File: config.mk
export PLATFORM = sky130hd
export DESIGN_NAME = icache_lookup
export DESIGN_NICKNAME = d
export VERILOG_FILES = /design/src/rtl/icache_pkg.sv /design/src/rtl/icache_lookup.sv
export VERILOG_INCLUDE_DIRS = /design/src /design/src/rtl
export SDC_FILE = /design/constraint.sdc
export NUM_CORES = 1
export LEC_CHECK = 0
export BUFFER_PORTS_ARGS = -buffer_cell sky130_fd_sc_hd__buf_2
export CAP_MARGIN = 20
export CORE_AREA = 5 5 260 262
export DETAILED_ROUTE_END_ITERATION = 6
export DIE_AREA = 0 0 265 267
export GPL_TIMING_DRIVEN = 0
export PLACE_DENSITY = 0.35
export RECOVER_POWER = 25
export REMOVE_ABC_BUFFERS = 1
export SLEW_MARGIN = 20
export SYNTH_ARGS = -nofsm -noshare
export SYNTH_HDL_FRONTEND = slang
export SYNTH_SLANG_ARGS = --single-unit
export TNS_END_PERCENT = 5
File: constraint.sdc
create_clock -name vclk -period 4.4
set_clock_uncertainty 0.05 [all_clocks]
set_input_delay 0.88 -clock vclk [all_inputs]
set_output_delay 0.88 -clock vclk [all_outputs]
set_load 0.05 [all_outputs]
File: src/rtl/icache_config.svh
// -------------------------------------------------------------------------
// Instruction cache geometry
// -------------------------------------------------------------------------

`ifndef ICACHE_CONFIG_SVH
`define ICACHE_CONFIG_SVH

// associativity and number of sets
`define ICACHE_WAYS        4
`define ICACHE_SETS        16

// 32-bit words per line, also the refill burst length
`define ICACHE_LINE_WORDS  4

// byte address and data widths
`define ICACHE_ADDR_WIDTH  32
`define ICACHE_WORD_WIDTH  32

// address split: tag | index | byte offset within the line
`define ICACHE_INDEX_BITS  $clog2(`ICACHE_SETS)
`define ICACHE_OFFSET_BITS $clog2(`ICACHE_LINE_WORDS * (`ICACHE_WORD_WIDTH / 8))
`define ICACHE_TAG_BITS    (`ICACHE_ADDR_WIDTH - `ICACHE_INDEX_BITS - `ICACHE_OFFSET_BITS)

`endif
File: src/rtl/icache_pkg.sv
// -------------------------------------------------------------------------
// Instruction cache types
// -------------------------------------------------------------------------

`include "icache_config.svh"

package icache_pkg;

    // controller states
    typedef enum logic [2:0] {
        FLUSH,
        IDLE,
        TAG_CMP,
        REFILL,
        REDO_REQ,
        TAG_CMP_SAVED
    } ctrl_state_e;

    // one tag RAM entry
    typedef struct packed {
        logic                        valid;
        logic [`ICACHE_TAG_BITS-1:0] tag;
    } tag_entry_t;

    // one cycle of array access, shared by flush, refill and lookup
    typedef struct packed {
        logic [`ICACHE_WAYS-1:0]               way_en;
        logic                                  we;
        logic [`ICACHE_INDEX_BITS-1:0]         index;
        tag_entry_t                            wtag;
        logic [`ICACHE_WORD_WIDTH-1:0]         wdata;
        logic [$clog2(`ICACHE_LINE_WORDS)-1:0] woff;
    } array_req_t;

    // fetch port
    typedef struct packed {
        logic                          req;
        logic [`ICACHE_ADDR_WIDTH-1:0] addr;
    } fetch_req_t;

    typedef struct packed {
        logic                          ready;
        logic                          valid;
        logic [`ICACHE_WORD_WIDTH-1:0] data;
    } fetch_rsp_t;

    // refill memory port
    typedef struct packed {
        logic                          req;
        logic [`ICACHE_ADDR_WIDTH-1:0] addr;
    } mem_req_t;

    typedef struct packed {
        logic                          gnt;
        logic                          rvalid;
        logic [`ICACHE_WORD_WIDTH-1:0] rdata;
    } mem_rsp_t;

endpackage

File: src/rtl/icache_lookup.sv
// -------------------------------------------------------------------------
// Tag compare and way select
// -------------------------------------------------------------------------

`timescale 1ns/1ps

`include "icache_config.svh"

module icache_lookup (
    input  icache_pkg::tag_entry_t [`ICACHE_WAYS-1:0]    tag_rdata_i,
    input  logic [`ICACHE_WAYS-1:0][`ICACHE_LINE_WORDS-1:0]
                 [`ICACHE_WORD_WIDTH-1:0]                line_rdata_i,
    input  logic [`ICACHE_TAG_BITS-1:0]                  cmp_tag_i,
    input  logic [$clog2(`ICACHE_LINE_WORDS)-1:0]        word_sel_i,
    output logic [`ICACHE_WAYS-1:0]                      hit_o,
    output logic [`ICACHE_WORD_WIDTH-1:0]                hit_word_o
);

    // a way hits on a valid entry with a matching tag
    for (genvar w = 0; w < `ICACHE_WAYS; w++) begin : g_cmp
        assign hit_o[w] = tag_rdata_i[w].valid && (tag_rdata_i[w].tag == cmp_tag_i);
    end

    // ---------------------------------------------------------------------
    // word select
    // ---------------------------------------------------------------------

    // at most one way hits, so an OR of the masked words is enough
    always_comb begin
        hit_word_o = '0;
        for (int w = 0; w < `ICACHE_WAYS; w++) begin
            if (hit_o[w]) begin
                hit_word_o |= line_rdata_i[w][word_sel_i];
            end
        end
    end

endmodule

==> results_dict.tcl <==
set metrics [dict create \
    status "completed" \
    ff_latch_area_um2 0 \
    relSlewSlack 0.316 \
    ctsResizeCount 0 \
    antenna_found_initial 27 \
    leakagePower_nw 4.28 \
    power.density_nw_per_um2 76.7 \
    place_hpwl_mm 42.7 \
    drive_gt1_frac 0.748 \
    setup_viol 0 \
    crit_type "in -> out" \
    yosys.area.top_type_share 0.530 \
    peakVddDrop_uv 44.0 \
    ys_seq_area_frac 0 \
    finalMaxSlewViolations 0 \
    postRouteAntennaNets 0 \
    ioPinCount 674 \
    netlist_area_um2 5440 \
    grt_remaining_overflow 0 \
    track_usage 0.118 \
    post_synth_inst_count 501 \
    core_area_um2 65200 \
    gp_congestion 0.952 \
    final_nets 1768 \
    fin_crit_ns 4.33 \
    syn_avg_cell_area_um2 10.9 \
    grt_busiest_layer "met2" \
    fmax_mhz 231 \
    hold_slack_ns 2.25 \
    fillers 7499 \
    remaining_drc_errors 0 \
    grt_pass1_wl_mm 61.7 \
    synth_area_leaders "mux4_2 (53%), xnor2_1 (14%), nand3_1 (12%)" \
    drt_iter0_markers 375 \
    max_stage_delay_ns 0.85 \
    firstDrtPassIters 5 \
    worstHoldPathType "in -> out" \
    cp_slowest_cell "nor4_4" \
    routed_via_density 3.81 \
    place_inst 1991 \
    worst-path-buf-inv 4 \
    wl_mm 46.0 \
    tightestPinTransition_ns 1.02 \
    cp-end-kind "primary output" \
    multiInputGateArea_um2 4950 \
    yosys_warnings 0 \
    die-area_um2 70800 \
    grt_pass1_vias 8507 \
    rsz0062_at_grt "false" \
    cp_top_family "simple AND/OR/NAND/NOR gates" \
    use_met2 0.229 \
    io_buffers 674 \
    vias 7623 \
    cp_cell_sequence "buf_2 > xnor2_2 > nand4_1 > nor4_4 > buf_8 > buf_4 > nand3_1 > nand4_1 > buf_2" \
    grt_max_degree 80 \
    dieHeight_um 267 \
    crit_fanout 9 \
    nClkBuffers 0 \
    yosys.area.top_type "mux4_2" \
    start_util 0.0835 \
    area_growth_pct 80.1 \
    wl_per_cell_um 23.0 \
    worstPathRequired_ns 3.47 \
    fin_crit_sh 0.983 \
    grt_use_met3 0.0328 \
    finalHoldViolations 0 \
    grt_util_met1 0.131 \
    post-route-util 0.150 \
    setup_tns_ns 0 \
    seq_cells 0 \
    drv_cap 0 \
    rows 94 \
    die_w_um 265 \
    synth_cell_types 16 \
    arrival_ns 3.40 \
    startpoint_type "input pin" \
    finalNonFillerCells 1999 \
    postCtsHoldBufs 0 \
]
## area by class of cell
cell class,count,share of cell area
antenna,7,0.00179
multi-input combinational,424,0.505
timing repair buffer,703,0.383
inverter,1,0.000383
tap,864,0.110
## per-stage QoR
stage                     setup WS (ns)  cell area, um2  total power (W)
after floorplan                   0.703            4940         0.000307
after global placement            -2.36            9400         0.000765
after detailed placement         -0.231            9800         0.000759
after CTS                        0.0710            9810         0.000764
after global routing            0.00784            9790         0.000807
final                            0.0747            9800         0.000752
## cell usage after synthesis (all sizes together)
cell,count
nand2,5
nor4,4
buf,52
nand3,132
nor3,4
mux4,128
and2,3
inv,1
nand4,52
clkbuf,24
xnor2,96
## logic make-up after synthesis
family | after synthesis | synth area share
muxes | 128 | 0.530
buffers and inverters | 77 | 0.0924
xor gates and xnor gates | 96 | 0.167
and+or+nand+nor | 200 | 0.211
## worst paths after layout
| kind | from | end | slack (ns) | depth (start not counted) |
|---|---|---|---|---|
| max | cmp_tag_i[1] | hit_word_o[0] | 0.07 | 9 |
| min | tag_rdata_i[24] | hit_o[0] | 2.25 | 6 |
## layout by cell type, fill, tap and decap left out
cell type | synthesis | routed
buf_2 | 29 | 668
buf_8 | 0 | 8
nor3_4 | 0 | 1
nand4_1 | 52 | 52
buf_6 | 17 | 11
nor4_4 | 4 | 4
mux4_2 | 128 | 128
nand2_1 | 5 | 5
clkbuf_1 | 16 | 4
xnor2_1 | 87 | 87
and2_1 | 3 | 3
xnor2_2 | 9 | 9
buf_4 | 6 | 9
inv_1 | 1 | 1
diode_2 | 0 | 7
nand3_1 | 132 | 132
buf_16 | 0 | 3
nor3_2 | 4 | 3
## power breakdown
group            internal (W)        total, W  switching (W)
sequential                  0               0              0
clock          0.000000000216  0.000000000216              0
combinational        0.000456        0.000752       0.000296
total                0.000456        0.000752       0.000296
## layer usage
layer | share of wire | routed length, um
met5 | 0.0020 | 91
met4 | 0.020 | 941
met3 | 0.090 | 4150
met2 | 0.53 | 24300
met1 | 0.36 | 16500
## timing repair
action	CTS	global route
setup buffers	1	0
pin swaps	1	1
endpoints found under the hold margin	0	0
setup endpoints to repair	10	2
Power figures use the tool's default switching activity.
