<file path="src/rtl/icache_config.svh">
// -------------------------------------------------------------------------
// Instruction cache geometry
// -------------------------------------------------------------------------

`ifndef ICACHE_CONFIG_SVH
`define ICACHE_CONFIG_SVH

// associativity and number of sets
`define ICACHE_WAYS        4
`define ICACHE_SETS        16

// 32-bit words per line, also the refill burst length
`define ICACHE_LINE_WORDS  4

// byte address and data widths
`define ICACHE_ADDR_WIDTH  32
`define ICACHE_WORD_WIDTH  32

// address split: tag | index | byte offset within the line
`define ICACHE_INDEX_BITS  $clog2(`ICACHE_SETS)
`define ICACHE_OFFSET_BITS $clog2(`ICACHE_LINE_WORDS * (`ICACHE_WORD_WIDTH / 8))
`define ICACHE_TAG_BITS    (`ICACHE_ADDR_WIDTH - `ICACHE_INDEX_BITS - `ICACHE_OFFSET_BITS)

`endif
</file>
<file path="src/rtl/icache_pkg.sv">
// -------------------------------------------------------------------------
// Instruction cache types
// -------------------------------------------------------------------------

`include "icache_config.svh"

package icache_pkg;

    // controller states
    typedef enum logic [2:0] {
        FLUSH,
        IDLE,
        TAG_CMP,
        REFILL,
        REDO_REQ,
        TAG_CMP_SAVED
    } ctrl_state_e;

    // one tag RAM entry
    typedef struct packed {
        logic                        valid;
        logic [`ICACHE_TAG_BITS-1:0] tag;
    } tag_entry_t;

    // one cycle of array access, shared by flush, refill and lookup
    typedef struct packed {
        logic [`ICACHE_WAYS-1:0]               way_en;
        logic                                  we;
        logic [`ICACHE_INDEX_BITS-1:0]         index;
        tag_entry_t                            wtag;
        logic [`ICACHE_WORD_WIDTH-1:0]         wdata;
        logic [$clog2(`ICACHE_LINE_WORDS)-1:0] woff;
    } array_req_t;

    // fetch port
    typedef struct packed {
        logic                          req;
        logic [`ICACHE_ADDR_WIDTH-1:0] addr;
    } fetch_req_t;

    typedef struct packed {
        logic                          ready;
        logic                          valid;
        logic [`ICACHE_WORD_WIDTH-1:0] data;
    } fetch_rsp_t;

    // refill memory port
    typedef struct packed {
        logic                          req;
        logic [`ICACHE_ADDR_WIDTH-1:0] addr;
    } mem_req_t;

    typedef struct packed {
        logic                          gnt;
        logic                          rvalid;
        logic [`ICACHE_WORD_WIDTH-1:0] rdata;
    } mem_rsp_t;

endpackage

</file>
<file path="src/rtl/icache_refill.sv">
// -------------------------------------------------------------------------
// Line refill sequencer
// -------------------------------------------------------------------------

`timescale 1ns/1ps

`include "icache_config.svh"

module icache_refill (
    input  logic                                  clk_i,
    input  logic                                  rst_ni,
    input  logic                                  start_i,
    input  logic [`ICACHE_ADDR_WIDTH-1:0]         line_addr_i,
    output icache_pkg::mem_req_t                  mem_req_o,
    input  icache_pkg::mem_rsp_t                  mem_rsp_i,
    output logic                                  beat_o,
    output logic [$clog2(`ICACHE_LINE_WORDS)-1:0] beat_idx_o,
    output logic [`ICACHE_WORD_WIDTH-1:0]         beat_data_o,
    output logic                                  done_o
);

    // request pending, then beats outstanding
    logic                                  req_q;
    logic                                  busy_q;
    logic [$clog2(`ICACHE_LINE_WORDS)-1:0] beat_cnt_q;

    // the controller holds the line address stable for the whole refill
    assign mem_req_o.req  = req_q;
    assign mem_req_o.addr = line_addr_i;

    // beats only count after the grant cycle
    assign beat_o      = busy_q & mem_rsp_i.rvalid;
    assign beat_idx_o  = beat_cnt_q;
    assign beat_data_o = mem_rsp_i.rdata;
    assign done_o      = beat_o && (int'(beat_cnt_q) == `ICACHE_LINE_WORDS - 1);

    always_ff @(posedge clk_i or negedge rst_ni) begin
        if (!rst_ni) begin
            req_q      <= 1'b0;
            busy_q     <= 1'b0;
            beat_cnt_q <= '0;
        end else begin
            if (start_i) begin
                req_q <= 1'b1;
            end else if (req_q && mem_rsp_i.gnt) begin
                // granted, drop the request and wait for data
                req_q      <= 1'b0;
                busy_q     <= 1'b1;
                beat_cnt_q <= '0;
            end
            if (beat_o) begin
                beat_cnt_q <= beat_cnt_q + 1'b1;
            end
            if (done_o) begin
                busy_q <= 1'b0;
            end
        end
    end

endmodule

</file>
<file path="config.mk">
export PLATFORM = sky130hd
export DESIGN_NAME = icache_refill
export DESIGN_NICKNAME = d
export VERILOG_FILES = /design/src/rtl/icache_pkg.sv /design/src/rtl/icache_refill.sv
export VERILOG_INCLUDE_DIRS = /design/src /design/src/rtl
export SDC_FILE = /design/constraint.sdc
export NUM_CORES = 1
export LEC_CHECK = 0
export BUFFER_PORTS_ARGS = -buffer_cell sky130_fd_sc_hd__buf_2
export CAP_MARGIN = 0
export CELL_PAD_IN_SITES_DETAIL_PLACEMENT = 2
export CELL_PAD_IN_SITES_GLOBAL_PLACEMENT = 2
export CORE_UTILIZATION = 10
export CTS_BUF_LIST = sky130_fd_sc_hd__clkbuf_8
export CTS_CLUSTER_SIZE = 10
export DETAILED_ROUTE_END_ITERATION = 6
export HOLD_SLACK_MARGIN = 0.1
export MAX_ROUTING_LAYER = met4
export PLACE_DENSITY_LB_ADDON = 0.1
export SYNTH_ARGS = -nofsm -noshare
export SYNTH_HDL_FRONTEND = slang
export SYNTH_SLANG_ARGS = --single-unit
</file>
<file path="constraint.sdc">
create_clock -name clk_i -period 1.7 [get_ports clk_i]
set_input_delay 0.34 -clock clk_i [delete_from_list [all_inputs] [get_ports clk_i]]
set_output_delay 0.34 -clock clk_i [all_outputs]
set_load 0.05 [all_outputs]
</file>
==> results_dict.tcl <==
set metrics [dict create \
    status "completed" \
    insertion_delay_ns 0.22 \
    clk_pin_slew_worst_paths_ns 0.04 \
    worst-r2r-cell-count 3 \
    fmax_mhz 633 \
    reg2reg_from "beat_idx_o[0]" \
    powerDensity_nw_per_um2 1650 \
    setup_viol 0 \
    swShare_pct 42.5 \
    yosysWarnings 0 \
    fin_crit_ns 1.58 \
    ctsLongestPathBuffers 2 \
    drive_above_1_share_pct 53.3 \
    cts-htree-levels 1 \
    antenna_found_initial 0 \
    cts_buffers 3 \
    fp.dieW_um 85.0 \
    reg2reg_to "beat_idx_o[1]" \
    hp-class "primary input to register" \
    power_frac_comb_pct 43.0 \
    track_usage_pct 2.74 \
    diodes 0 \
    io_buffers 9 \
    drv_slew 0 \
    criticalPathCategory "register to output port" \
    fp.coreArea_um2 6490 \
    timing.critical_path.arrival_ns 1.24 \
    fin_crit_sh_pct 93.0 \
    ys_types 14 \
    maxCapViolCount 0 \
    place.gp.congestion 0.588 \
    grt.overflow.total 0 \
    ys_ff_latch 4 \
    rrSetupSlack_ns 0.72 \
    vdd_ir_drop_max_mv 0.223 \
    path_max_fanout 4 \
    required_ns 1.36 \
    drc_errors 0 \
    register_area_um2 100 \
    dp_hpwl_um 769 \
    area.growth.synth_to_final_pct -42.8 \
    cts_setup_buffers 0 \
    hold_viol_final 0 \
    syn_avg_cell_area_um2 8.41 \
    max-slew-margin-rel_pct 82.3 \
    grt_pass1_wl_um 1390 \
    p_sw_w 0.000276 \
    ys_seq_area_share_pct 14.5 \
    grt_pass1_vias 258 \
    wl_per_cell_um 8.57 \
    syn_area_um2 689 \
    fin_util_pct 6.07 \
    rows 29 \
    wl_um 917 \
    drt_iter0_markers 20 \
    grt_max_degree 7 \
    multiInputGateArea_um2 93.8 \
    vias 225 \
    initial_core_util_pct 10.6 \
    synthCells 82 \
    grt_setup_unrepaired "no" \
    die_y_um 85.0 \
    p_leak_nw 0.165 \
    cts.sinks 4 \
    internal_power_w 0.000373 \
    drtPass1Iterations 3 \
    ctsRootBufferMaster "clkbuf_8" \
    final.setup.tns_ns 0 \
    via_per_inst 2.10 \
    min_path_cells 2 \
    hold_path_startpoint "start_i" \
    clock_power_share_pct 31.2 \
    pin_count 138 \
    finalClockSkew_ns 0.00694 \
    num-nets-final 102 \
    seqPwrFrac_pct 25.8 \
    holdPathEnd "req_q" \
    cts_tree "done" \
    tightest_slew_ns 0.267 \
    die-area_um2 7230 \
    critPathLaunchType "register" \
    ant_nets 0 \
    fill_cells 749 \
    syn_nets 152 \
    endpoint_kind "output port" \
]
[routing by layer]
| metal | up-vias | share of wire, % | track usage, % |
|---|---|---|---|
| li1 | 87 | - | - |
| met1 | 104 | 44 | 3.11 |
| met2 | 28 | 34 | 2.57 |
| met3 | 6 | 21 | 2.72 |
| met4 | 0 | 1.1 | 2.16 |
| met5 | - | 0 | - |
[power groups by stage]
stage	logic (W)	clock network, W	registers [W]
2_1_floorplan	0.000541	0	0.000239
3_3_place_gp	0.000293	0	0.000172
3_5_place_dp	0.000284	0	0.000171
4_1_cts	0.000286	0.000211	0.000170
5_1_grt	0.000301	0.000219	0.000177
6_report	0.000279	0.000203	0.000167
[Yosys cell counts, drive strengths merged]
cell      n  area, µm²
a21bo     1       10.0
a21o      1       7.51
a2bb2oi   1       8.76
and2      1       8.76
and3      1       7.51
and3b     1       8.76
buf      65        488
dfrtp     4        100
ha        1       12.5
inv       2       7.51
nand3     1       5.00
nand3b    1       7.51
o21ai     1       5.00
o31ai     1       12.5
[registers in the layout (all words and copies together) (netlist names)]
signal and count:
beat_idx_o 2, req_q 1, busy_q 1
[cells in the final DEF (no fill, tap or decap), drive strengths merged]
| cell type | Yosys | routed |
|---|---|---|
| buf | 65 | 9 |
| dfrtp | 4 | 4 |
| clkbuf | 0 | 3 |
| inv | 2 | 2 |
| and2 | 1 | 1 |
| and3 | 1 | 1 |
| and3b | 1 | 1 |
| nand3 | 1 | 1 |
| o31ai | 1 | 1 |
| a21o | 1 | 1 |
| a21bo | 1 | 1 |
| nand3b | 1 | 1 |
| o21ai | 1 | 1 |
| a2bb2oi | 1 | 1 |
| ha | 1 | 1 |
| dlygate4sd3 | 0 | 1 |
[metrics by stage]
stage / power [W] / worst slack [ns] / instance area, µm² / cells / hold slack [ns]
after detailed placement: 0.000455 / 0.330 / 343 / 103 / 0.161
final: 0.000649 / 0.120 / 394 / 107 / 0.319
after floorplan: 0.000779 / 0.149 / 689 / 82 / 0.0444
after global placement: 0.000465 / 0.344 / 343 / 103 / 0.159
after global routing: 0.000697 / 0.0713 / 394 / 107 / 0.326
after CTS: 0.000667 / 0.0977 / 394 / 107 / 0.321
[what timing repair did]
item,4_1_cts,5_1_grt
resized for setup,0,0
hold endpoints to repair,4,0
hold buffers,1,0
[worst max-delay path, cell delays in order, from the launching register on]
cell     delay (ns)
dfrtp_1        0.39
ha_1           0.22
and3_2         0.21
buf_2          0.21
[worst max path at each step]
| stage | end | slack, ns | from |
|---|---|---|---|
| 6_report | done_o | 0.12 | beat_idx_o[0] |
| 4_1_cts | done_o | 0.1 | beat_idx_o[0] |
| 2_1_floorplan | done_o | 0.15 | beat_idx_o[1] |
| 5_1_grt | done_o | 0.07 | beat_idx_o[0] |
| 3_5_place_dp | done_o | 0.33 | beat_idx_o[0] |
| 3_3_place_gp | done_o | 0.34 | beat_idx_o[0] |
[layout make-up]
cell class | count | area share [%]
sequential | 4 | 25.4
clock buffer | 3 | 10.5
inverter | 2 | 1.90
timing repair buffer | 10 | 14.0
tap | 77 | 24.4
multi-input combinational | 11 | 23.8
[kinds of logic (layout without fill, tap and decap cells)]
logic type,count (synthesis),in the layout,synth area share [%]
buf+inv,67,15,71.9
simple gates,5,5,5.45
flops,4,4,14.5
compound gates,5,5,6.35
fa+ha+maj,1,1,1.81
Power figures use the tool's default switching activity.
