===== src/rtl/icache_config.svh =====
// -------------------------------------------------------------------------
// Instruction cache geometry
// -------------------------------------------------------------------------

`ifndef ICACHE_CONFIG_SVH
`define ICACHE_CONFIG_SVH

// associativity and number of sets
`define ICACHE_WAYS        4
`define ICACHE_SETS        16

// 32-bit words per line, also the refill burst length
`define ICACHE_LINE_WORDS  4

// byte address and data widths
`define ICACHE_ADDR_WIDTH  32
`define ICACHE_WORD_WIDTH  32

// address split: tag | index | byte offset within the line
`define ICACHE_INDEX_BITS  $clog2(`ICACHE_SETS)
`define ICACHE_OFFSET_BITS $clog2(`ICACHE_LINE_WORDS * (`ICACHE_WORD_WIDTH / 8))
`define ICACHE_TAG_BITS    (`ICACHE_ADDR_WIDTH - `ICACHE_INDEX_BITS - `ICACHE_OFFSET_BITS)

`endif

===== src/rtl/icache_pkg.sv =====
// -------------------------------------------------------------------------
// Instruction cache types
// -------------------------------------------------------------------------

`include "icache_config.svh"

package icache_pkg;

    // controller states
    typedef enum logic [2:0] {
        FLUSH,
        IDLE,
        TAG_CMP,
        REFILL,
        REDO_REQ,
        TAG_CMP_SAVED
    } ctrl_state_e;

    // one tag RAM entry
    typedef struct packed {
        logic                        valid;
        logic [`ICACHE_TAG_BITS-1:0] tag;
    } tag_entry_t;

    // one cycle of array access, shared by flush, refill and lookup
    typedef struct packed {
        logic [`ICACHE_WAYS-1:0]               way_en;
        logic                                  we;
        logic [`ICACHE_INDEX_BITS-1:0]         index;
        tag_entry_t                            wtag;
        logic [`ICACHE_WORD_WIDTH-1:0]         wdata;
        logic [$clog2(`ICACHE_LINE_WORDS)-1:0] woff;
    } array_req_t;

    // fetch port
    typedef struct packed {
        logic                          req;
        logic [`ICACHE_ADDR_WIDTH-1:0] addr;
    } fetch_req_t;

    typedef struct packed {
        logic                          ready;
        logic                          valid;
        logic [`ICACHE_WORD_WIDTH-1:0] data;
    } fetch_rsp_t;

    // refill memory port
    typedef struct packed {
        logic                          req;
        logic [`ICACHE_ADDR_WIDTH-1:0] addr;
    } mem_req_t;

    typedef struct packed {
        logic                          gnt;
        logic                          rvalid;
        logic [`ICACHE_WORD_WIDTH-1:0] rdata;
    } mem_rsp_t;

endpackage


===== src/rtl/icache_replace.sv =====
// -------------------------------------------------------------------------
// Victim way selection
// -------------------------------------------------------------------------

`timescale 1ns/1ps

`include "icache_config.svh"

module icache_replace (
    input  logic                                      clk_i,
    input  logic                                      rst_ni,
    input  icache_pkg::tag_entry_t [`ICACHE_WAYS-1:0] tag_rdata_i,
    input  logic                                      step_i,
    output logic [`ICACHE_WAYS-1:0]                   victim_o,
    output logic                                      all_valid_o
);

    logic [`ICACHE_WAYS-1:0] invalid;
    logic [7:0]              lfsr_q;

    for (genvar w = 0; w < `ICACHE_WAYS; w++) begin : g_valid
        assign invalid[w] = ~tag_rdata_i[w].valid;
    end

    assign all_valid_o = ~|invalid;

    // ---------------------------------------------------------------------
    // random pick, 8-bit Galois LFSR
    // ---------------------------------------------------------------------

    // taps for x^8 + x^6 + x^5 + x^4 + 1, never reaches zero
    always_ff @(posedge clk_i or negedge rst_ni) begin
        if (!rst_ni) begin
            lfsr_q <= 8'h01;
        end else if (step_i) begin
            lfsr_q <= {1'b0, lfsr_q[7:1]} ^ (lfsr_q[0] ? 8'hb8 : 8'h00);
        end
    end

    always_comb begin
        victim_o = '0;
        if (all_valid_o) begin
            // low LFSR bits decoded to one-hot
            victim_o[lfsr_q[$clog2(`ICACHE_WAYS)-1:0]] = 1'b1;
        end else begin
            // isolate the lowest set bit: lowest invalid way
            victim_o = invalid & (~invalid + 1'b1);
        end
    end

endmodule


===== config.mk =====
export PLATFORM = sky130hd
export DESIGN_NAME = icache_replace
export DESIGN_NICKNAME = d
export VERILOG_FILES = /design/src/rtl/icache_pkg.sv /design/src/rtl/icache_replace.sv
export VERILOG_INCLUDE_DIRS = /design/src /design/src/rtl
export SDC_FILE = /design/constraint.sdc
export NUM_CORES = 1
export LEC_CHECK = 0
export BUFFER_PORTS_ARGS = -buffer_cell sky130_fd_sc_hd__buf_2
export CORE_ASPECT_RATIO = 1.1
export CORE_MARGIN = 3
export CORE_UTILIZATION = 20
export CTS_CLUSTER_DIAMETER = 120
export DETAILED_ROUTE_END_ITERATION = 10
export PLACE_DENSITY_LB_ADDON = 0.08
export REMOVE_ABC_BUFFERS = 1
export SYNTH_ARGS = -nofsm -noshare
export SYNTH_HDL_FRONTEND = slang
export SYNTH_SLANG_ARGS = --single-unit

===== constraint.sdc =====
create_clock -name clk_i -period 1.2 [get_ports clk_i]
set_input_delay 0 -clock clk_i [delete_from_list [all_inputs] [get_ports clk_i]]
set_output_delay 0 -clock clk_i [all_outputs]
set_load 0.01 [all_outputs]

==> impl_metrics.toml, run 1 <==
[yosys]
postSynthRegisterBits = 8
synth_most_common_cell = "sky130_fd_sc_hd__dfrtp_1"
syn-mean-instance-area_um2 = 11.7
synth_area_um2 = 422
synth_top_area_cells = "sky130_fd_sc_hd__dfrtp_1, sky130_fd_sc_hd__mux2_4, sky130_fd_sc_hd__dfstp_2"
count_of_unique_library_cells_instantiated_by_yosys = 15
synth_warnings = 0
most_used_standard_cells_in_the_synthesized_netlist = "sky130_fd_sc_hd__dfrtp_1, sky130_fd_sc_hd__a21oi_1, sky130_fd_sc_hd__mux2_4, sky130_fd_sc_hd__nor2_1"
synth_top_cell_area_share_pct = 41.5
synth_area_leader_cell = "sky130_fd_sc_hd__dfrtp_1"
ys_seq_area_share_pct = 47.8
synth_enable_flop_cells = 0
yosys_most_used_dff = "sky130_fd_sc_hd__dfrtp_1"
synthesized_instance_count = 36
async_reset_ff_share_pct = 100

[sta]
tightest_slew_ns = 0.246
slew_headroom_pct = 83.6
achievable-frequency_mhz = 845
grt_setup_unrepaired = "true"
final_critical_path_required_period_ns = 1.18
finalCritPeriodShare_pct = 98.6
setup-violations-final = 0
hold_viol = 0
worst_clock_skew_ns = 0.0130
slew_violations = 0

[finish]
nNetsFinal = 159
fin_cells = 82
insertedDiodeCount = 0
drive_above_1_share_pct = 49.1
area.growth.synth_to_final_pct = 34.1
largest-register = "lfsr_q"
finish.utilization_pct = 30.1
regs_by_ff_count = "lfsr_q (8)"
largest_register_ffs = 8

[worst_setup_path]
required_ns = 1.20
critical_path.startpoint_type = "flip-flop"
critical_path_type = "reg -> out"
timing_startpoint_of_the_critical_path = "lfsr_q[0]$_DFFE_PN1P_"
r2r_start = "lfsr_q[0]$_DFFE_PN1P_"
register_to_register_path_setup_slack_ns = 0.09
worstPathArrival_ns = 1.18
cp_capture_point = "victim_o[1]"
critical_path.endpoint_type = "output port"
timing.critical_path.fanout_max = 4
rr_endpoint = "lfsr_q[3]$_DFFE_PN0P_"
reg2reg_depth = 4

[floorplan]
die_h_um = 54.2
die_w_um = 49.8
initial_utilization_pct = 22.4
pin_count = 108
floorplan.die_area_mm2 = 0.00270
placeableCoreArea_mm2 = 0.00188
floorplan.rows = 16

[global_route]
grt_start_max_net_pins = 12
groute.usage.overall_pct = 8.34
grt_overflow_total = 0
antenna_found_initial = 0
grt_first_pass_wirelength_mm = 1.59
first_global_vias = 306

[place]
dpl.cell_count = 72
gp_congestion = 0.685
dp.final_hpwl_um = 672
io_buffer_count = 11

[detailed_routing]
ant_nets = 0
drc = 0
total_number_of_vias = 326
avgViaCountPerCell = 3.98
dr_wl_cell_um = 11.3
routed_wl_um = 923
drt-pass1-iter-count = 3
starting_drt_drc_count = 3

[pwr]
cellPowerDensity_mw_per_mm2 = 2230
vdd.ir_drop.worst_mv = 0.892
finalPower_mw = 1.26
cellLeakagePower_nw = 0.261

[cts]
tritoncts_buffers = 3
clock_insertion_delay_worst_skew_ns = 0.26
clkTransAtPathRegs_ns = 0.06
cts.sinks = 8
htree_levels = 1
clock_path_buffers = 2
tritoncts_clock_tree = "built"
clock_tree.root_cell = "sky130_fd_sc_hd__clkbuf_4"

[job]
maxCapViolCount = 0

[status]
outcome = "completed"

[hold_path]
worstHoldPathType = "in -> async"
-- layout make-up --
class / count / area [µm²]
sequential: 8 / 201
fill: 210 / 1320
multi-input combinational: 25 / 194
timing repair buffer: 17 / 106
clock buffer: 4 / 26.3
inverter: 1 / 3.75
tap: 27 / 33.8
-- worst min path at each step --
stage / startpoint / endpoint / slack [ns] / cells past startpoint
final: rst_ni / lfsr_q[1]$_DFFE_PN0P_ / 0.1 / 2
after global routing: rst_ni / lfsr_q[7]$_DFFE_PN0P_ / 0.11 / 2
after CTS: rst_ni / lfsr_q[1]$_DFFE_PN0P_ / 0.1 / 2
after detailed placement: rst_ni / lfsr_q[3]$_DFFE_PN0P_ / -0.15 / 1
after global placement: rst_ni / lfsr_q[2]$_DFFE_PN0P_ / -0.16 / 1
after floorplan: rst_ni / lfsr_q[1]$_DFFE_PN0P_ / -0.30 / 0
-- metal layers --
| metal | vias up | GRT usage [%] | part of all wire [%] |
|---|---|---|---|
| met5 | - | 0 | 0 |
| met4 | 0 | 2.76 | 0 |
| met3 | 0 | 4.43 | 7.3 |
| met2 | 15 | 10.1 | 38 |
| met1 | 148 | 12.0 | 54 |
| li1 | 163 | - | - |
-- report_power, final --
group          total, mW  internal, mW  switching, mW
Sequential         0.523         0.419          0.104
Combinational      0.517         0.340          0.177
Clock              0.224         0.127         0.0964
-- worst max-delay path, cell delays in order, from the launching register on --
cell	delay, ns
sky130_fd_sc_hd__dfstp_2	0.56
sky130_fd_sc_hd__nand4b_1	0.10
sky130_fd_sc_hd__a21boi_1	0.13
sky130_fd_sc_hd__buf_2	0.14
-- what timing repair did --
item	in CTS	in global routing
hold buffers	1	0
endpoints found under the hold margin	8	0
resized for setup	2	0
cloned	0	0
setup endpoints to repair	3	3
pin swaps	1	0
setup buffers	3	2
-- logic make-up (layout without fill, tap and decap cells) --
group	Yosys count	in the layout	synth area share (%)
compound gates	7	7	11.6
xor+xnor	3	3	6.23
buf+inv	3	22	6.23
flops	8	8	47.8
mux	5	5	16.9
simple gates	10	10	11.3
-- cell usage in the layout (no fill, tap or decap), types with 3 or more instances in the layout --
cell type                  count
sky130_fd_sc_hd__dfrtp_1       7
sky130_fd_sc_hd__buf_4         4
sky130_fd_sc_hd__nor2_1        4
sky130_fd_sc_hd__clkbuf_4      3
sky130_fd_sc_hd__mux2_4        4
sky130_fd_sc_hd__xnor2_1       3
sky130_fd_sc_hd__a21oi_1       5
sky130_fd_sc_hd__nand2_1       3
sky130_fd_sc_hd__buf_2        11
-- per-stage QoR --
stage / hold slack (ns) / setup slack (ns) / TNS [ns] / instance area (µm²)
after floorplan: -0.296 / 0.197 / 0 / 399
after global placement: -0.155 / 0.147 / 0 / 488
after detailed placement: -0.148 / 0.122 / 0 / 488
after CTS: 0.0969 / -0.00294 / -0.00294 / 551
after global routing: 0.113 / -0.0870 / -0.138 / 566
final: 0.0991 / 0.0166 / 0 / 566
(Power assumes the default switching activity.)
==> run 2, diff against run 1 <==
- SETUP_SLACK_MARGIN: default -> 0.05
==> impl_metrics.toml, run 2 (synthesized netlist as in run 1, its figures left out) <==
[pwr]
finalPower_mw = 1.32
p_int_uw = 915
power_frac_clock_pct = 17.2
vdd.ir_drop.worst_mv = 0.911
pwr-share-comb_pct = 42.7
cellPowerDensity_mw_per_mm2 = 2280
power_switching_uw = 400
power.sequential.fraction_pct = 40.1
p_sw_share_pct = 30.4
cellLeakagePower_nw = 0.268

[sta]
achievable-frequency_mhz = 843
finalCritPeriodShare_pct = 98.8
grt_setup_unrepaired = "true"
worst_clock_skew_ns = 0.0137
hold_viol = 0
fin_tns_setup_ns = 0
slew_violations = 0
postLayoutSetupSlackWorst_ns = 0.0142
final_critical_path_required_period_ns = 1.19
tightest_slew_ns = 0.252
setup-violations-final = 0
slew_headroom_pct = 83.2

[finish]
regs_by_ff_count = "lfsr_q (8)"
nNetsFinal = 159
post-route-cell-area_um2 = 577
layout.cells.most_common_list = "sky130_fd_sc_hd__buf_2, sky130_fd_sc_hd__dfrtp_1, sky130_fd_sc_hd__a21oi_1"
insertedDiodeCount = 0
drive_above_1_share_pct = 50.9
fin_cells = 82
largest_register_ffs = 8
area.growth.synth_to_final_pct = 36.8
largest-register = "lfsr_q"
layout.cells.most_common = "sky130_fd_sc_hd__buf_2"

[floorplan]
floorplan.die_area_mm2 = 0.00270
placeableCoreArea_mm2 = 0.00188
die_w_um = 49.8
die_h_um = 54.2
initial_utilization_pct = 22.4
pin_count = 108
floorplan.rows = 16

[global_route]
groute.usage.overall_pct = 8.40
grt_start_max_net_pins = 12
grt_first_pass_wirelength_mm = 1.59
first_global_vias = 308
grt_overflow_total = 0
antenna_found_initial = 0

[detailed_routing]
dr_wl_cell_um = 11.5
avgViaCountPerCell = 4.06
starting_drt_drc_count = 3
routed_wl_um = 944
drt-pass1-iter-count = 2
total_number_of_vias = 333
drc = 0
ant_nets = 0

[worst_setup_path]
timing.critical_path.slowest_stage_cell = "sky130_fd_sc_hd__dfstp_2"
cp_capture_point = "victim_o[1]"
reg2reg_depth = 4
required_ns = 1.20
critical_path.max_stage_delay_ns = 0.56
timing_startpoint_of_the_critical_path = "lfsr_q[0]$_DFFE_PN1P_"
critical_path.startpoint_type = "flip-flop"
worstPathArrival_ns = 1.19
worstPathCellList = "nand4b_1 > a21boi_1 > buf_2"
r2r_start = "lfsr_q[0]$_DFFE_PN1P_"
critical_path.endpoint_type = "output port"
critical_path_type = "reg -> out"
register_to_register_path_setup_slack_ns = 0.09
rr_endpoint = "lfsr_q[3]$_DFFE_PN0P_"
timing.critical_path.fanout_max = 4

[cts]
htree_levels = 1
clkTransAtPathRegs_ns = 0.06
clock_insertion_delay_worst_skew_ns = 0.26
clock_path_buffers = 2
clock_tree.root_cell = "sky130_fd_sc_hd__clkbuf_4"
tritoncts_buffers = 3
tritoncts_clock_tree = "built"
cts.sinks = 8

[status]
outcome = "completed"

[hold_path]
worstHoldPathType = "in -> async"

[place]
gp_congestion = 0.685
pre_cts_slack_ns = 0.122
postPlaceCellArea_um2 = 488
io_buffer_count = 11
dpl.cell_count = 72
dp.final_hpwl_um = 672

[job]
maxCapViolCount = 0
[run 2: cell counts in the layout (fill, tap and decap cells not counted)]
No cell type changed its count.
[run 2: worst min path at each step]
stage,slack [ns],to
finish,0.1,lfsr_q[1]$_DFFE_PN0P_
global route,0.11,lfsr_q[7]$_DFFE_PN0P_
CTS,0.1,lfsr_q[1]$_DFFE_PN0P_
detailed placement,-0.15,lfsr_q[3]$_DFFE_PN0P_
global placement,-0.16,lfsr_q[2]$_DFFE_PN0P_
floorplan,-0.30,lfsr_q[1]$_DFFE_PN0P_
[run 2: timing repair]
| action | in CTS | in global routing |
|---|---|---|
| hold buffers | 1 | 0 |
| setup endpoints to repair | 4 | 7 |
| hold endpoints to repair | 8 | 0 |
| gates resized for setup | 2 | 2 |
| pin swaps | 1 | 3 |
| buffers inserted | 4 | 1 |
[run 2: worst max-delay path: cells and delay by family (launching register included)]
family | cells | cell delay [ns]
AO/OA/AOI/OAI | 1 | 0.13
buffers and inverters | 1 | 0.14
flip-flops | 1 | 0.56
AND/OR/NAND/NOR | 1 | 0.10
[run 2: per-layer routing]
metal | track usage (%) | vias up | wire length [µm]
met5 | 0 | - | 0
met4 | 2.76 | 0 | 0
met3 | 4.43 | 0 | 75
met2 | 10.1 | 17 | 376
met1 | 12.2 | 152 | 492
li1 | - | 164 | -
[run 2: cell type report]
class	instances	area (µm²)
fill	209	1310
sequential	8	201
multi-input combinational	25	201
timing repair buffer	17	110
tap	27	33.8
clock buffer	4	26.3
inverter	1	3.75
[run 2: power groups by stage]
stage	sequential, mW	combinational, mW	clock (mW)
finish	0.528	0.561	0.227
global route	0.552	0.606	0.251
CTS	0.524	0.499	0.237
detailed placement	0.569	0.338	0
global placement	0.559	0.336	0
floorplan	0.528	0.280	0
[run 2: per-stage QoR]
step	hold WS [ns]	utilization (%)
5_1_grt	0.114	30.7
6_report	0.0964	30.7
2_1_floorplan	-0.296	-
3_5_place_dp	-0.148	25.9
3_3_place_gp	-0.155	25.9
4_1_cts	0.0969	29.7
