==> src/rtl/icache_config.svh <==
// -------------------------------------------------------------------------
// Instruction cache geometry
// -------------------------------------------------------------------------

`ifndef ICACHE_CONFIG_SVH
`define ICACHE_CONFIG_SVH

// associativity and number of sets
`define ICACHE_WAYS        4
`define ICACHE_SETS        16

// 32-bit words per line, also the refill burst length
`define ICACHE_LINE_WORDS  4

// byte address and data widths
`define ICACHE_ADDR_WIDTH  32
`define ICACHE_WORD_WIDTH  32

// address split: tag | index | byte offset within the line
`define ICACHE_INDEX_BITS  $clog2(`ICACHE_SETS)
`define ICACHE_OFFSET_BITS $clog2(`ICACHE_LINE_WORDS * (`ICACHE_WORD_WIDTH / 8))
`define ICACHE_TAG_BITS    (`ICACHE_ADDR_WIDTH - `ICACHE_INDEX_BITS - `ICACHE_OFFSET_BITS)

`endif
==> src/rtl/icache_pkg.sv <==
// -------------------------------------------------------------------------
// Instruction cache types
// -------------------------------------------------------------------------

`include "icache_config.svh"

package icache_pkg;

    // controller states
    typedef enum logic [2:0] {
        FLUSH,
        IDLE,
        TAG_CMP,
        REFILL,
        REDO_REQ,
        TAG_CMP_SAVED
    } ctrl_state_e;

    // one tag RAM entry
    typedef struct packed {
        logic                        valid;
        logic [`ICACHE_TAG_BITS-1:0] tag;
    } tag_entry_t;

    // one cycle of array access, shared by flush, refill and lookup
    typedef struct packed {
        logic [`ICACHE_WAYS-1:0]               way_en;
        logic                                  we;
        logic [`ICACHE_INDEX_BITS-1:0]         index;
        tag_entry_t                            wtag;
        logic [`ICACHE_WORD_WIDTH-1:0]         wdata;
        logic [$clog2(`ICACHE_LINE_WORDS)-1:0] woff;
    } array_req_t;

    // fetch port
    typedef struct packed {
        logic                          req;
        logic [`ICACHE_ADDR_WIDTH-1:0] addr;
    } fetch_req_t;

    typedef struct packed {
        logic                          ready;
        logic                          valid;
        logic [`ICACHE_WORD_WIDTH-1:0] data;
    } fetch_rsp_t;

    // refill memory port
    typedef struct packed {
        logic                          req;
        logic [`ICACHE_ADDR_WIDTH-1:0] addr;
    } mem_req_t;

    typedef struct packed {
        logic                          gnt;
        logic                          rvalid;
        logic [`ICACHE_WORD_WIDTH-1:0] rdata;
    } mem_rsp_t;

endpackage

==> src/rtl/icache_ctrl.sv <==
// -------------------------------------------------------------------------
// Instruction cache controller
// -------------------------------------------------------------------------

`timescale 1ns/1ps

`include "icache_config.svh"

module icache_ctrl (
    input  logic                                  clk_i,
    input  logic                                  rst_ni,
    input  logic                                  en_i,
    input  logic                                  flush_i,
    input  icache_pkg::fetch_req_t                fetch_req_i,
    output icache_pkg::fetch_rsp_t                fetch_rsp_o,
    output logic                                  miss_o,
    output icache_pkg::array_req_t                array_req_o,
    input  logic [`ICACHE_WAYS-1:0]               hit_i,
    input  logic [`ICACHE_WORD_WIDTH-1:0]         hit_word_i,
    input  logic [`ICACHE_WAYS-1:0]               victim_i,
    input  logic                                  all_valid_i,
    output logic [`ICACHE_TAG_BITS-1:0]           cmp_tag_o,
    output logic [$clog2(`ICACHE_LINE_WORDS)-1:0] word_sel_o,
    output logic                                  step_o,
    output logic                                  start_o,
    output logic [`ICACHE_ADDR_WIDTH-1:0]         line_addr_o,
    input  logic                                  beat_i,
    input  logic [$clog2(`ICACHE_LINE_WORDS)-1:0] beat_idx_i,
    input  logic [`ICACHE_WORD_WIDTH-1:0]         beat_data_i,
    input  logic                                  done_i
);
    import icache_pkg::*;

    ctrl_state_e                    state_d, state_q;
    logic [`ICACHE_ADDR_WIDTH-1:0]  addr_d, addr_q;
    logic [`ICACHE_TAG_BITS-1:0]    tag_d, tag_q;
    logic [`ICACHE_WAYS-1:0]        evict_way_d, evict_way_q;
    logic [`ICACHE_INDEX_BITS-1:0]  flush_cnt_d, flush_cnt_q;
    logic                           flushing_d, flushing_q;
    logic                           can_accept;

    // a pending or incoming flush blocks new fetches
    assign can_accept = ~(flush_i | flushing_q);

    // after a refill the saved tag is compared
    assign cmp_tag_o   = (state_q == TAG_CMP_SAVED) ? tag_q
                                                    : addr_q[`ICACHE_ADDR_WIDTH-1 -: `ICACHE_TAG_BITS];
    assign word_sel_o  = addr_q[`ICACHE_OFFSET_BITS-1:2];
    assign line_addr_o = {addr_q[`ICACHE_ADDR_WIDTH-1:`ICACHE_OFFSET_BITS],
                          {`ICACHE_OFFSET_BITS{1'b0}}};
    assign fetch_rsp_o.data = hit_word_i;

    // ---------------------------------------------------------------------
    // main FSM
    // ---------------------------------------------------------------------
    always_comb begin
        state_d     = state_q;
        addr_d      = addr_q;
        tag_d       = tag_q;
        evict_way_d = evict_way_q;
        flush_cnt_d = flush_cnt_q;
        flushing_d  = flushing_q;

        fetch_rsp_o.ready = 1'b0;
        fetch_rsp_o.valid = 1'b0;
        miss_o            = 1'b0;
        step_o            = 1'b0;
        start_o           = 1'b0;

        array_req_o       = '0;
        array_req_o.index = addr_q[`ICACHE_OFFSET_BITS +: `ICACHE_INDEX_BITS];

        case (state_q)
            // clear one set per cycle, all ways at once
            FLUSH: begin
                array_req_o.way_en = '1;
                array_req_o.we     = 1'b1;
                array_req_o.index  = flush_cnt_q;
                flush_cnt_d        = flush_cnt_q + 1'b1;
                if (int'(flush_cnt_q) == `ICACHE_SETS - 1) begin
                    flush_cnt_d = '0;
                    flushing_d  = 1'b0;
                    state_d     = IDLE;
                end
            end
            IDLE: begin
                fetch_rsp_o.ready = can_accept;
                if (!can_accept) begin
                    state_d = FLUSH;
                end
            end
            TAG_CMP, TAG_CMP_SAVED: begin
                // with the cache off only the redone lookup may hit
                if (|hit_i && (en_i || state_q == TAG_CMP_SAVED)) begin
                    fetch_rsp_o.valid = 1'b1;
                    fetch_rsp_o.ready = can_accept;
                    state_d           = IDLE;
                end else begin
                    state_d = REFILL;
                    start_o = 1'b1;
                    miss_o  = en_i;
                    tag_d   = addr_q[`ICACHE_ADDR_WIDTH-1 -: `ICACHE_TAG_BITS];
                    // cache off and hit: refresh the line in place
                    if (|hit_i) begin
                        evict_way_d = hit_i;
                    end else begin
                        evict_way_d = victim_i;
                        step_o      = all_valid_i;
                    end
                end
            end
            // write each beat into the victim way
            REFILL: begin
                if (beat_i) begin
                    array_req_o.way_en     = evict_way_q;
                    array_req_o.we         = 1'b1;
                    array_req_o.wtag.valid = 1'b1;
                    array_req_o.wtag.tag   = tag_q;
                    array_req_o.wdata      = beat_data_i;
                    array_req_o.woff       = beat_idx_i;
                end
                if (done_i) begin
                    state_d = REDO_REQ;
                end
            end
            // reread the freshly written set
            REDO_REQ: begin
                array_req_o.way_en = '1;
                state_d            = TAG_CMP_SAVED;
            end
            default: state_d = IDLE;
        endcase

        // accepted fetch starts the array read right away
        if (fetch_rsp_o.ready && fetch_req_i.req) begin
            addr_d             = fetch_req_i.addr;
            array_req_o.way_en = '1;
            array_req_o.index  = fetch_req_i.addr[`ICACHE_OFFSET_BITS +: `ICACHE_INDEX_BITS];
            state_d            = TAG_CMP;
        end

        // flush request is latched until the next IDLE
        if (flush_i) begin
            flushing_d = 1'b1;
        end
    end

    always_ff @(posedge clk_i or negedge rst_ni) begin
        if (!rst_ni) begin
            state_q     <= FLUSH;
            evict_way_q <= '0;
            flush_cnt_q <= '0;
            flushing_q  <= 1'b0;
        end else begin
            state_q     <= state_d;
            evict_way_q <= evict_way_d;
            flush_cnt_q <= flush_cnt_d;
            flushing_q  <= flushing_d;
        end
    end

    always_ff @(posedge clk_i) begin
        addr_q <= addr_d;
        tag_q  <= tag_d;
    end

endmodule

==> config.mk <==
export PLATFORM = sky130hd
export DESIGN_NAME = icache_ctrl
export DESIGN_NICKNAME = d
export VERILOG_FILES = /design/src/rtl/icache_pkg.sv /design/src/rtl/icache_ctrl.sv
export VERILOG_INCLUDE_DIRS = /design/src /design/src/rtl
export SDC_FILE = /design/constraint.sdc
export NUM_CORES = 1
export LEC_CHECK = 0
export ABC_AREA = 1
export BUFFER_PORTS_ARGS = -buffer_cell sky130_fd_sc_hd__buf_2
export CORE_MARGIN = 2
export CORE_UTILIZATION = 33
export CTS_BUF_LIST = sky130_fd_sc_hd__clkbuf_8
export CTS_CLUSTER_DIAMETER = 200
export CTS_CLUSTER_SIZE = 14
export DETAILED_ROUTE_END_ITERATION = 12
export PLACE_DENSITY = 0.78
export SLEW_MARGIN = 5
export SYNTH_ARGS = -nofsm -noshare
export SYNTH_HDL_FRONTEND = slang
export SYNTH_SLANG_ARGS = --single-unit
==> constraint.sdc <==
create_clock -name clk_i -period 4.4 [get_ports clk_i]
set_input_delay 0.22 -clock clk_i [delete_from_list [all_inputs] [get_ports clk_i]]
set_output_delay 0.22 -clock clk_i [all_outputs]
set_load 0.005 [all_outputs]
==> results of run 1 <==
## stage by stage
stage	hold slack (ns)	setup slack [ns]	util, %	total power (uW)	std cells
2_1_floorplan	-0.0756	2.30	-	1020	401
3_3_place_gp	0.114	1.68	42.3	1130	697
3_5_place_dp	0.119	1.68	42.3	1140	697
4_1_cts	0.0376	1.31	44.5	1700	714
5_1_grt	0.0269	1.06	44.5	1790	714
6_report	0.0572	1.41	44.5	1690	714
## registers in the layout, summed over array words and instances (netlist names)
signal / cells
addr_q: 30
evict_way_q: 4
flush_cnt_q: 4
flushing_q: 1
state_q: 3
tag_q: 24
## per-layer routing
layer  vias up  GRT usage (%)
li1       1543              -
met1      1337           19.5
met4         0           6.68
met2       134           28.0
met3        27           4.17
met5         -              0
## synth_stat cells, drive strengths merged
cell,number
inv,78
nand2,78
nor2,70
edfxtp,54
buf,46
o21ai,29
dfrtp,12
nand3,10
a21oi,8
nand4,6
clkbuf,2
nor3,2
conb,1
ha,1
xnor2,1
## where the power goes
part / switching (uW) / internal (uW) / leakage, uW / total, uW
logic: 211 / 155 / 0.00187 / 367
registers: 43.7 / 723 / 0.000635 / 767
clock network: 236 / 318 / 0.000109 / 554
## area by class of cell
| class | instances | share of cell area (%) |
|---|---|---|
| Clock inverter | 7 | 2.02 |
| Sequential cell | 66 | 42.0 |
| Clock buffer | 9 | 2.71 |
| Timing Repair Buffer | 209 | 23.1 |
| Multi-Input combinational cell | 209 | 20.1 |
| Tap cell | 136 | 3.72 |
| Inverter | 78 | 6.40 |
## final timing paths
kind | start | endpoint | slack, ns | cells after the start
worst max-delay path | state_q[0]$_DFFE_PN0P_ | start_o | 1.41 | 7
worst min-delay path | fetch_req_i[13] | addr_q[13]$_DFFE_PP_ | 0.06 | 1
worst max register to register | state_q[0]$_DFFE_PN0P_ | evict_way_q[3]$_DFFE_PN0P_ | 1.81 | 8
worst min register to register | addr_q[19]$_DFFE_PP_ | tag_q[11]$_DFFE_PP_ | 0.49 | 0
max in group asynchronous | rst_ni | evict_way_q[2]$_DFFE_PN0P_ | 3.85 | 2
min in group asynchronous | rst_ni | flushing_q$_DFFE_PN0P_ | 0.31 | 2
## kinds of logic after synthesis
kind of cell	synth area share [%]
simple gates	20.1
buf+inv	18.4
flops	55.5
compound gates	5.35
xor+xnor	0.253
fa+ha+maj	0.361
other cells	0.108
==> results.yml, run 1 <==
detailed_routing:
  routed-wl-met2_um: 4850
  dr_total_vias: 3041
  drc_errors: 0
  maxUsedRoutingLayer: "met4"
  drt-total-wl_um: 9650
  met3WireLength_um: 728
  drtAntennaViolNets: 0
  viasPerCell: 4.26
  dr.pass1.iters: 4
  drt-met1-wl_um: 3820
  wl_per_cell_um: 13.5
  drtIter0Drc: 154
grt:
  grt_util_all_layers_pct: 16.3
  grt_max_degree: 61
  grt_pass1_wl_um: 14200
  grt_pass1_vias: 2773
  grt_overflow_total: 0
  antenna_found_initial: 0
layout:
  n_antenna_cell: 0
  seq_area_um2: 1920
  multi_input_area_um2: 920
  nFillCells: 1050
  final_common_cell: "buf_2"
  layout_common_cells: "buf_2, inv_1, nand2_1"
  nets: 688
  drive_above_1_share_pct: 41.0
  syn2layout_area_growth_pct: 32.2
  design_area_um2: 4580
clocking:
  clockBufferDepth: 2
  root_buffer: "clkbuf_8"
  cts_hold_buf: 1
  clock_sinks: 66
  numCtsBuffers: 9
  tritoncts: "done"
  post_cts_resized: 0
  h-tree-depth: 3
  clk_pin_slew_ns: 0.08
  cts_setup_buffers: 0
  insertion_delay_ns: 0.33
worst_hold_path:
  hold_class: "in2reg"
floorplanning:
  die_area_um2: 11300
  initial_utilization_pct: 33.7
  fp.dieH_um: 106
  rows: 37
  coreArea_um2: 10300
  io_pins: 277
  fp.dieW_um: 106
worst_setup_path:
  worstSetupEndpointType: "output port"
  worst_path_max_delay_cell: "inv_1"
  cpMostUsedCell: "nand2_1"
  arrival_ns: 2.77
  worstPathCellList: "nand3_2 -> buf_4 -> nand2_1 -> nand2_1 -> nand2_1 -> inv_1 -> buf_2"
  setup.worst_path.class: "reg2out"
  path_buf_inv: 3
  worstPathRequired_ns: 4.18
  crit_family: "buffers and inverters"
  critPathMaxStageDelay_ns: 0.84
  startpoint_type: "flop"
  path_max_fanout: 50
job:
  drv_cap: 0
timing:
  fin_crit_ns: 2.99
  max_freq_mhz: 335
  finalClockSkew_ns: 0.0123
  final-max-slew-violation-count: 0
  finalSetupViolCount: 0
  hold_viol: 0
  rsz0062_at_grt: "no"
  worstMarginPinSlew_ns: 1.11
  slew_headroom_pct: 25.8
  fin_crit_sh_pct: 67.8
  fin_setup_tns_ns: 0
place:
  hpwlAfterDp_um: 7370
  port-buffer-count: 206
  gp_congestion: 0.813
  place_area_um2: 4350
power_and_ir_drop:
  peakVddDrop_v: 0.000227
  powerDensity_nw_per_um2: 369
  p_leak_uw: 0.00261
synthesis:
  yosys.area.top_type_share_pct: 46.8
  yosys-top-cells-area: "edfxtp_1, dfrtp_1, inv_1, buf_4, nand2_1"
  ys_seq_area_share_pct: 55.5
  netlist_area_um2: 3460
  yosysWarningCount: 0
  synth.distinct_cells: 22
  synth_area_per_cell_um2: 8.70
  ys_ff_latch: 66
  synth_largest_area_cell: "edfxtp_1"
  syn_inst: 398
run_status:
  status: "finished clean"
Power figures use the tool's default switching activity.
==> inputs of run 2 (changes only) <==
- PLACE_DENSITY: 0.78 -> 0.81
- clock period: 4.4 -> 2.5 ns (I/O delays scaled with it)
==> run 2 against run 1 <==
Register-to-register slack worse by 1.2 ns; die area unchanged; critical path depth unchanged; sequential share of layout area shrank 2.6 points; count of clock-buffer cells in the layout unchanged; design area increased by 6.5%; setup slack got worse by 1.0 ns; non-clock buffer count is 33 higher; combinational power grew 86%; sequential cell count is the same; sequential power rose by 75%; first-iteration DRC count is 5.2% lower.
==> results.yml, run 2 (synthesis gave the netlist of run 1 again) <==
layout:
  final_cells: 747
  nFillCells: 1004
  final_common_cell: "buf_2"
  drive_above_1_share_pct: 39.6
  largest_reg_flops: 30
  nets: 721
  largest_registers: "addr_q (30), tag_q (24)"
  largest-register: "addr_q"
  layout_common_cells: "buf_2, inv_1, nand2_1"
  n_antenna_cell: 0
  design_area_um2: 4870
  syn2layout_area_growth_pct: 40.7
clocking:
  clock_sinks: 66
  h-tree-depth: 3
  clockBufferDepth: 2
  root_buffer: "clkbuf_8"
  numCtsBuffers: 9
  tritoncts: "done"
  insertion_delay_ns: 0.33
  clk_pin_slew_ns: 0.08
place:
  place_area_um2: 4390
  gp_congestion: 0.828
  dp.cells: 700
  hpwlAfterDp_um: 7490
  port-buffer-count: 206
detailed_routing:
  drc_errors: 0
  drtAntennaViolNets: 0
  drtIter0Drc: 146
  dr.pass1.iters: 4
  viasPerCell: 4.27
  drt-total-wl_um: 10200
  dr_total_vias: 3188
  wl_per_cell_um: 13.7
timing:
  finalSetupViolCount: 0
  max_freq_mhz: 474
  rsz0062_at_grt: "no"
  slew_headroom_pct: 65.5
  final-max-slew-violation-count: 0
  hold_viol: 0
  finalClockSkew_ns: 0.0107
  fin_crit_ns: 2.11
  worstMarginPinSlew_ns: 0.516
  fin_crit_sh_pct: 84.4
  fin_setup_tns_ns: 0
power_and_ir_drop:
  powerDensity_nw_per_um2: 584
  clockPowerShare_pct: 28.8
  combinationalPowerShare_pct: 24.0
  p_int_uw: 1950
  p_seq_share_pct: 47.2
  swShare_pct: 31.6
  switching_power_uw: 898
  total_power_uw: 2840
  peakVddDrop_v: 0.000414
  p_leak_uw: 0.00274
floorplanning:
  die_area_um2: 11300
  fp.dieH_um: 106
  fp.dieW_um: 106
  io_pins: 277
  rows: 37
  initial_utilization_pct: 33.7
  coreArea_um2: 10300
run_status:
  status: "finished clean"
worst_setup_path:
  r2r_end: "addr_q[10]$_DFFE_PP_"
  path_buf_inv: 4
  worstPathRequired_ns: 2.38
  setup.worst_path.class: "reg2out"
  crit_family: "buffers and inverters"
  startpoint_type: "flop"
  path_max_fanout: 25
  reg2reg_depth: 8
  cpMostUsedCell: "inv_1"
  worst_path_max_delay_cell: "dfrtp_1"
  crit_start: "state_q[1]$_DFFE_PN0P_"
  rr_startpoint: "state_q[1]$_DFFE_PN0P_"
  crit_cells: 7
  arrival_ns: 1.99
  critPathMaxStageDelay_ns: 0.40
  worstPathCellList: "inv_1 -> nand3_2 -> nand2_2 -> nand2_1 -> inv_1 -> buf_4 -> buf_2"
  r2r_setup_slack_ns: 0.57
  worstSetupEndpointType: "output port"
job:
  drv_cap: 0
grt:
  grt_overflow_total: 0
  grt_pass1_vias: 2961
  grt_pass1_wl_um: 14800
  antenna_found_initial: 0
  grt_max_degree: 49
  grt_util_all_layers_pct: 17.2
worst_hold_path:
  holdCritStartpoint: "flush_i"
  hold_class: "in2reg"
  whs_path_depth: 3
  hold_end: "flushing_q$_DFFE_PN0P_"
run 2: power groups by stage:
stage / clock network (uW) / registers (uW) / logic (uW)
2_1_floorplan: 0 / 1350 / 449
3_3_place_gp: 0 / 1360 / 630
3_5_place_dp: 0 / 1360 / 645
4_1_cts: 856 / 1340 / 690
5_1_grt: 907 / 1360 / 777
6_report: 818 / 1340 / 683
run 2: worst max-delay path by stage:
stage | to
detailed placement | addr_q[24]$_DFFE_PP_
global placement | addr_q[21]$_DFFE_PP_
floorplan | addr_q[10]$_DFFE_PP_
global route | start_o
finish | start_o
CTS | array_req_o[7]
run 2: layout make-up:
class,instances,area (um^2),share of cell area [%]
multi-input combinational,209,920,18.9
clock inverter,7,53.8,1.10
sequential,66,1920,39.4
timing repair buffer,242,1390,28.5
tap,136,170,3.49
clock buffer,9,124,2.54
inverter,78,293,6.01
run 2: stage by stage:
stage          utilization [%]  hold slack (ns)  setup WS, ns
2_1_floorplan                -           -0.171         0.404
5_1_grt                   47.4           0.0244         0.176
3_5_place_dp              42.7           0.0277         0.597
6_report                  47.4           0.0357         0.390
4_1_cts                   47.4           0.0167         0.344
3_3_place_gp              42.7           0.0241         0.630
run 2: worst register-to-register path, delay by kind of cell, from the launching register on:
kind | cells | cell delay (ns)
buffers and inverters | 3 | 0.65
flip-flops | 1 | 0.40
AND/OR/NAND/NOR | 5 | 0.53
run 2: timing repair:
| action | 4_1_cts | 5_1_grt |
|---|---|---|
| hold endpoints to repair | 42 | 0 |
| hold buffers | 31 | 0 |
| gates resized for setup | 0 | 0 |
| buffers inserted | 0 | 0 |
run 2: per-layer routing:
layer	vias up	wire (um)	GRT usage (%)	share of wire [%]
met5	-	0	0	0
met4	0	116	5.57	1.1
met3	8	795	4.60	7.8
met2	146	5500	33.3	54
met1	1431	3790	17.7	37
li1	1603	-	-	-
